<file path="src/lsu_pkg.sv">
// shared definitions for the memory stage
// access widths, channel states, bus size and response codes,
// and the SRAM memory map

package lsu_pkg;

    // access width and signedness of a load or store
    typedef enum logic [2:0] {
        MEM_BYTE   = 3'd0,
        MEM_HALF   = 3'd1,
        MEM_WORD   = 3'd2,
        MEM_BYTE_U = 3'd3,
        MEM_HALF_U = 3'd4
    } mem_width_e;

    // two-state channel FSM, also used for the arbiter lock
    typedef enum logic {
        CH_IDLE = 1'b0,
        CH_BUSY = 1'b1
    } chan_state_e;

    // bus size codes
    localparam logic [2:0] SIZE_BYTE = 3'd0;
    localparam logic [2:0] SIZE_HALF = 3'd1;
    localparam logic [2:0] SIZE_WORD = 3'd2;

    // write response codes
    localparam logic [1:0] RESP_OKAY   = 2'b00;
    localparam logic [1:0] RESP_SLVERR = 2'b10;

    // memory map, 64-bit words
    localparam logic [31:0] SRAM_BASE  = 32'h8000_0000;
    localparam int          SRAM_WORDS = 512;
    localparam int          SRAM_IDX_W = $clog2(SRAM_WORDS);
    localparam logic [31:0] SRAM_LIMIT = SRAM_BASE + 32'(SRAM_WORDS * 8);

endpackage

</file>
<file path="src/read_arbiter.sv">
// two-client read arbiter for the shared memory read port
// data client wins ties, grant locked until its data beat is taken

`timescale 1ns/1ps

module read_arbiter (
    input  logic        clk,
    input  logic        rst,
    // data client
    input  logic [31:0] d_araddr,
    input  logic [2:0]  d_arsize,
    input  logic        d_arvalid,
    output logic        d_arready,
    output logic [63:0] d_rdata,
    output logic        d_rvalid,
    input  logic        d_rready,
    // fetch client
    input  logic [31:0] f_araddr,
    input  logic        f_arvalid,
    output logic        f_arready,
    output logic [63:0] f_rdata,
    output logic        f_rvalid,
    input  logic        f_rready,
    // memory read port
    output logic [31:0] araddr,
    output logic [2:0]  arsize,
    output logic        arvalid,
    input  logic        arready,
    input  logic [63:0] rdata,
    input  logic        rvalid,
    output logic        rready
);

    lsu_pkg::chan_state_e lock;
    logic                 grant_data;
    logic                 sel_data;
    logic                 idle;

    assign idle = (lock == lsu_pkg::CH_IDLE);

    // combinational pick while idle, so no cycle is added
    assign sel_data = idle ? d_arvalid : grant_data;

    // ==============================
    // request path
    // ==============================

    assign araddr    = sel_data ? d_araddr : f_araddr;
    assign arsize    = sel_data ? d_arsize : lsu_pkg::SIZE_WORD;
    assign arvalid   = idle & (d_arvalid | f_arvalid);
    assign d_arready = idle & sel_data & arready;
    assign f_arready = idle & ~sel_data & arready;

    // ==============================
    // response path
    // ==============================

    assign d_rdata  = rdata;
    assign f_rdata  = rdata;
    assign d_rvalid = ~idle & grant_data & rvalid;
    assign f_rvalid = ~idle & ~grant_data & rvalid;
    assign rready   = ~idle & (grant_data ? d_rready : f_rready);

    always_ff @(posedge clk) begin
        if (rst) begin
            lock       <= lsu_pkg::CH_IDLE;
            grant_data <= 1'b0;
        end else begin
            case (lock)
                lsu_pkg::CH_IDLE: begin
                    if (arvalid & arready) begin
                        lock       <= lsu_pkg::CH_BUSY;
                        grant_data <= sel_data;
                    end
                end
                lsu_pkg::CH_BUSY: begin
                    // release once the granted client takes its beat
                    if (rvalid & rready) begin
                        lock <= lsu_pkg::CH_IDLE;
                    end
                end
            endcase
        end
    end

endmodule

</file>
<file path="config.mk">
export PLATFORM = sky130hd
export DESIGN_NAME = read_arbiter
export DESIGN_NICKNAME = d
export VERILOG_FILES = /design/src/lsu_pkg.sv /design/src/read_arbiter.sv
export SDC_FILE = /design/constraint.sdc
export NUM_CORES = 1
export LEC_CHECK = 0
export ABC_AREA = 0
export BUFFER_PORTS_ARGS = -buffer_cell sky130_fd_sc_hd__buf_2
export CORE_AREA = 3 3 120 122
export DETAILED_ROUTE_END_ITERATION = 7
export DIE_AREA = 0 0 123 125
export GPL_TIMING_DRIVEN = 0
export SYNTH_ARGS = -nofsm -noshare
export SYNTH_HDL_FRONTEND = slang
export SYNTH_SLANG_ARGS = --single-unit
</file>
<file path="constraint.sdc">
create_clock -name clk -period 4.8 [get_ports clk]
set_input_delay 0.96 -clock clk [delete_from_list [all_inputs] [get_ports clk]]
set_output_delay 0.96 -clock clk [all_outputs]
set_load 0.01 [all_outputs]
</file>
After elaboration in Yosys (flattened, before gate mapping)
Cells that the tools add are included.
- bits in registers: 2
- reduce and logical (&&, ||, !) cells: 1
- bitwise logic cells: 16
- mux-type cells: 7
- operator list (kind ; count):
    two-way mux 32 bit ; 1
    AND 1 bit ; 12
    two-way mux 1 bit ; 4
    two-way mux 3 bit ; 1
    inverter 1 bit ; 3
    one-hot mux 1 bit (2 select lines) ; 1
    AND reduction 2 bit ; 1
    bitwise OR 1 bit ; 1

Depth between registers and ports, before layout
Gate-level depths: netlist of run 1.
- depth in word-level cells: 5
- depth in mapped cells: 4
- gate-level depth less buffers: 3

Worst setup path after synthesis of run 1
Ideal clock, no wire load.
- path kind: input-to-output
- start point: in d_arvalid
- end point: out araddr[10]
- path buffers: 1
- cell stages on the path: 3
- arrival: 1.770 ns
- required time: 3.840 ns
- slack: 2.070 ns
- cell sequence: mux2i_4 > buf_6 > mux2_2
- word-level cells in the longest chain between the ends: 2
- ends and longest elaborated chain (element ; RTL line ; source):
    start, declared ; read_arbiter.sv:12 ; input logic d_arvalid,
    two-way mux 1 bit ; read_arbiter.sv:42 ; assign sel_data = idle ? d_arvalid : grant_data;
    two-way mux 32 bit ; read_arbiter.sv:48 ; assign araddr = sel_data ? d_araddr : f_araddr;
    end, declared ; read_arbiter.sv:25 ; output logic [31:0] araddr,
No other way between the ends.

Final worst setup path of run 1
- start point: in d_arvalid
- end point: out araddr[25]
Same word-level chain as after synthesis.

==> metrics.txt, run 1 <==
Max Slew Vio Count=0; crit-path cells=buf_2, mux2i_4, buf_6, mux2_2, buf_2; post_cts resized=0; HP Start=grant_data; DR WL/cell=9.661 µm; Root Buffer=clkbuf_16; syn nets=324; Post-DP Area=2972 µm²; share of cells above drive strength 1=0.9513; post-route insts no fill=607; IO Pins=308; GRT overflow=0; die area=15380 µm²; CP top delay family=multiplexers; Most used DFF post-synth=dfxtp_1; Critical Path Source=d_arvalid; iteration-0 DRC count of the detailed router=14; outcome=finished clean; GP Congestion=0.7724; final instance area=3047 µm²; Worst R2R Setup Slack=3.85 ns; final wirelength=5864 µm; Core ar.=13300 µm²; initial antenna violation count=0; CTS Buf Count=3; Final WS setup=1.693 ns; via count=1914; worst reg-to-reg path cell count=3; share of the synthesized area in the top cell type=0.6259; clock insertion delay at the later pin of the skew report=0.22 ns; global-route wire length before repair=7879 µm; count leader, synth=buf_4; setup TNS=0 ns; Most common cell on crit path=buf_2; Critical Path Slowest Stage Cell=mux2_2; worst r2r dst=lock; Pleak=1.832 nW; Max Root-Sink Buffers=2; Cell Rows=42; GRT Overall Usage=0.06192; worst setup path class=in2out; H-tree depth=1; DR vias/cell=3.153; Nets=572; Final HPWL DP=5509 µm; skew final=0.0001579 ns; Seq/Total Area, Yosys=0.02608; pwr dens=146.0 nW/µm²; hold crit path type=reg2reg; fillcell total=1470; register bit total from synthesis=2; CP bufs+invs=3; Vert. Die Dim=125 µm; Worst Path Required=3.84 ns; Setup WS pre-CTS=1.653 ns; # port buffers=243; Layout area overhead=98.45%; endpoint type of the worst setup path=primary output; die width=123 µm; DR pass1 iterations=4; Crit Path Max Fanout=10; buffer count from post-CTS setup fixing=0; post-synth top area cell=buf_4; Mean Syn Cell Area=8.298 µm²; Synth top cells by count=buf_4 (128), mux2_2 (30), nor2_1 (5); fmax=0.3218 GHz; number of global-route vias before repair=1868; placed insts=604; CTS Hold Bufs=0; post-synth cell types=18; CTS tree=yes; Initial Util=0.1155; Yosys Warn Count=0; largest net degree at the start of global routing=11; number of inserted diodes=0; Synth async-reset ratio=0; final hold violation count=0; Worst-Margin Slew=0.3890 ns; main area contributors after synthesis=buf_4 (63%), mux2_2 (22%), buf_6 (2.9%), dfxtp_1 (2.6%), mux2_1 (1.5%); Tcrit/Tclk final=0.6473; Post-Syn Area=1535 µm²; clock sink total=2; drt drc=0; worst rel slew slack=0.7351; hold path endpoint=grant_data; crit path DAT=2.15 ns; cells after synthesis=185; worst ir drop on vdd=0.1161 mV; antenna viol nets, final=0; CP max stage delay=0.35 ns; CTS clk-pin slew, worst paths=0.03 ns; worst r2r src=grant_data; RSZ-0062 raised after global routing=false; minimum clock period after layout=3.107 ns; max cap viols=0; number of flops mapped to enable cells by yosys=0; Setup-failing EPs final=0; Hold Path Cell Cnt=2; crit path launch type=primary input
==> flip-flops by register name (all words and copies together), names as in the netlist <==
| register | flops |
|---|---|
| grant_data | 1 |
| lock | 1 |
==> cell usage in the layout, fill, tap and decap left out, drive strengths merged, types with 2 or more instances in the layout <==
| cell | netlist | layout |
|---|---|---|
| clkbuf | 0 | 3 |
| buf | 132 | 375 |
| mux2i | 2 | 2 |
| nor2 | 5 | 5 |
| mux2 | 32 | 32 |
| nor2b | 3 | 3 |
| dfxtp | 2 | 2 |
==> through the flow <==
stage | total power, W | utilization | hold slack, ns
6_report | 0.0004449 | 0.2292 | 0.6236
5_1_grt | 0.0004718 | 0.2292 | 0.6778
4_1_cts | 0.0004523 | 0.2292 | 0.6327
3_5_place_dp | 0.0003232 | 0.2235 | 0.6279
3_3_place_gp | 0.0003214 | 0.2235 | 0.6190
2_1_floorplan | 0.0002036 | - | 0.5567
==> tightest hold or removal path: cells and delay by family (launching register included) <==
family	cells	cell delay (ns)
flops	1	0.36
compound gates	1	0.17
simple gates	1	0.05
==> routing by layer <==
| layer | share of wire | GRT usage |
|---|---|---|
| met2 | 0.57 | 0.1402 |
| met5 | 0 | 0 |
| met3 | 0.16 | 0.01265 |
| met1 | 0.26 | 0.04811 |
| met4 | 0.010 | 0.01954 |
==> cells by family after synthesis <==
logic type	after synthesis	synth area share
compound gates	3	0.01223
simple gates	14	0.05054
mux	34	0.2559
flops	2	0.02608
buf+inv	132	0.6553
==> cell type report <==
cell class                      count  area [µm²]  share of cell area
Multi-Input combinational cell     51       489.2              0.1606
Tap cell                          176       220.2             0.07228
Buffer                            132        1006              0.3302
Timing Repair Buffer              243        1216              0.3992
Sequential cell                     2       40.04             0.01314
Clock buffer                        3       75.07             0.02464
==> power by group <==
group          internal [W]  switching (W)   total, W
clock network      0.000106      0.0000200   0.000126
logic              0.000181       0.000119   0.000299
registers         0.0000181     0.00000136  0.0000194
total              0.000305       0.000140   0.000445
==> worst max-delay path by stage <==
| stage | endpoint | slack (ns) | cells after the start |
|---|---|---|---|
| final | araddr[25] | 1.69 | 5 |
| after global routing | araddr[24] | 1.61 | 5 |
| after CTS | araddr[24] | 1.65 | 5 |
| after detailed placement | araddr[24] | 1.65 | 5 |
| after global placement | araddr[24] | 1.66 | 5 |
| after floorplan | araddr[10] | 2.07 | 3 |
Note: power is estimated with default switching activity, not from simulation.
==> run 2, diff against run 1 <==
CORE_AREA = 3 3 118 120   (was 3 3 120 122)
DIE_AREA = 0 0 121 123   (was 0 0 123 125)
clock period = 2.7 ns   (was 4.8 ns; I/O delays follow)
==> run 2 against run 1 <==
Compared with the run above:
- design area unchanged
- global-route usage up 0.25 points
- sequential share of layout area unchanged
- sequential cell count unchanged
- clock skew up 0.00072 ns
- register-to-register slack worse by 2.1 ns
- worst hold slack worse by 0.13 ns
- core utilization up 0.37 points
==> metrics.txt, run 2 (same netlist as run 1, synthesis figures left out) <==
outcome=finished clean; CTS clk-pin slew, worst paths=0.03 ns (about the same); post_cts resized=0 (unchanged); number of inserted diodes=0 (unchanged); max cap viols=0 (unchanged); Worst-Margin Slew=0.5007 ns (+0.1116 ns); share of cells above drive strength 1=0.9513 (unchanged); Layout area overhead=98.45% (unchanged); H-tree depth=1 (unchanged); worst ir drop on vdd=0.1376 mV (+18%); minimum clock period after layout=2.407 ns; Top Registers=grant_data x1, lock x1; GP Congestion=0.7560 (-2.1%); crit-path cells=buf_6, mux2i_4, buf_6, mux2_2, buf_2; GRT Overall Usage=0.06446 (+0.002541); final wirelength=6180 µm (+5.4%); pwr dens=260.6 nW/µm² (+78%); DR vias/cell=3.102 (-1.6%); Pint=0.0005417 W (+78%); fmax=0.4155 GHz; Max Slew Vio Count=0 (unchanged); Initial Util=0.1173 (+0.001855); Nets=572 (unchanged); Clock power frac=0.278 (-0.005); Worst R2R Setup Slack=1.76 ns (-2.09 ns); busiest grt layer=met2; Critical Path Slowest Stage Cell=mux2i_4; global-route wire length before repair=7693 µm (-2.4%); Core ar.=13090 µm² (-1.6%); Max Root-Sink Buffers=2 (unchanged); fillcell total=1430 (-2.7%); CTS Buf Count=3 (unchanged); logic gate share of total power=0.678 (+0.005); Cell Rows=42 (unchanged); Tcrit/Tclk final=0.8914; drt drc=0 (unchanged); RSZ-0062 raised after global routing=false; die area=14880 µm² (-3.2%); DR pass1 iterations=4 (unchanged); iteration-0 DRC count of the detailed router=30 (+16); crit path DAT=1.87 ns (-0.28 ns); CP bufs+invs=3 (unchanged); die width=121 µm (-1.6%); number of global-route vias before repair=1674 (-10%); met1 Usage GRT=0.06061 (+0.01250); CTS Hold Bufs=0 (unchanged); GRT met3 Usage=0.02333 (+0.01068); Pleak=1.832 nW (unchanged); most frequent cells in the layout=buf_2 (243), buf_4 (128), mux2_2 (30); endpoint type of the worst setup path=primary output; Worst Path Required=2.16 ns (-1.68 ns); Final HPWL DP=5723 µm (+3.9%); met2 usage=0.1344 (-0.005816); Reg power frac=0.043 (about the same); Psw=0.0002523 W (+80%); switching share of total power=0.3177 (+0.002523); hold crit path type=in2reg; clock insertion delay at the later pin of the skew report=0.22 ns (about the same); setup TNS=0 ns (unchanged); IO Pins=308 (unchanged); Root Buffer=clkbuf_16; crit path launch type=register; skew final=0.0008775 ns (+0.0007196 ns); final core area utilization=0.2328 (+0.003681); DR WL/cell=10.18 µm (+5.4%); Most common cell on crit path=buf_6; CTS tree=yes; worst rel slew slack=0.6591 (-0.07600); CP top delay family=multiplexers; Crit Path Max Fanout=10 (unchanged); buffer count from post-CTS setup fixing=0 (unchanged); # port buffers=243 (unchanged); commonest non-fill, non-tap cell in the layout=buf_2; antenna viol nets, final=0 (unchanged); initial antenna violation count=0 (unchanged); clock sink total=2 (unchanged); Setup-failing EPs final=0 (unchanged); largest net degree at the start of global routing=11 (unchanged); final hold violation count=0 (unchanged); Vert. Die Dim=123 µm (-1.6%); CP max stage delay=0.49 ns (+0.14 ns); via count=1883 (-1.6%); worst setup path class=reg2out; GRT overflow=0 (unchanged)
run 2: area by class of cell:
class	count	area (µm²)	share of cell area
plain buffers	132	1006	0.3302
multi-input cells	51	489.2	0.1606
repair buffers	243	1216	0.3992
clock buffers	3	75.07	0.02464
well taps	176	220.2	0.07228
flip-flops and latches	2	40.04	0.01314
run 2: path summary, 6_finish.rpt:
check,start,endpoint,cells after the start
setup / recovery,lock,araddr[11],5
hold / removal,rst,lock,2
setup reg to reg,grant_data,lock,3
hold reg to reg,grant_data,grant_data,2
run 2: power by group through the flow:
stage          Clock, W  Combinational (W)  Sequential, W
2_1_floorplan         0           0.000328      0.0000345
3_3_place_gp          0           0.000545      0.0000349
3_5_place_dp          0           0.000547      0.0000349
4_1_cts        0.000225           0.000548      0.0000345
5_1_grt        0.000230           0.000585      0.0000349
6_report       0.000221           0.000539      0.0000345
run 2: through the flow:
stage | hold WS [ns] | std cells | worst slack, ns | total power [W] | area [µm²]
floorplan | 0.5567 | 185 | 0.8096 | 0.0003620 | 1535
global placement | 0.6102 | 604 | 0.2595 | 0.0005797 | 2972
detailed placement | 0.6065 | 604 | 0.2523 | 0.0005814 | 2972
CTS | 0.4904 | 607 | 0.2138 | 0.0008078 | 3047
global route | 0.5057 | 607 | 0.1695 | 0.0008491 | 3047
finish | 0.4934 | 607 | 0.2932 | 0.0007939 | 3047
run 2: per-layer routing:
layer,vias to the layer above,wire length (µm)
met1,744,1875
met5,-,0
li1,959,-
met3,3,1031
met4,0,19
met2,177,3253
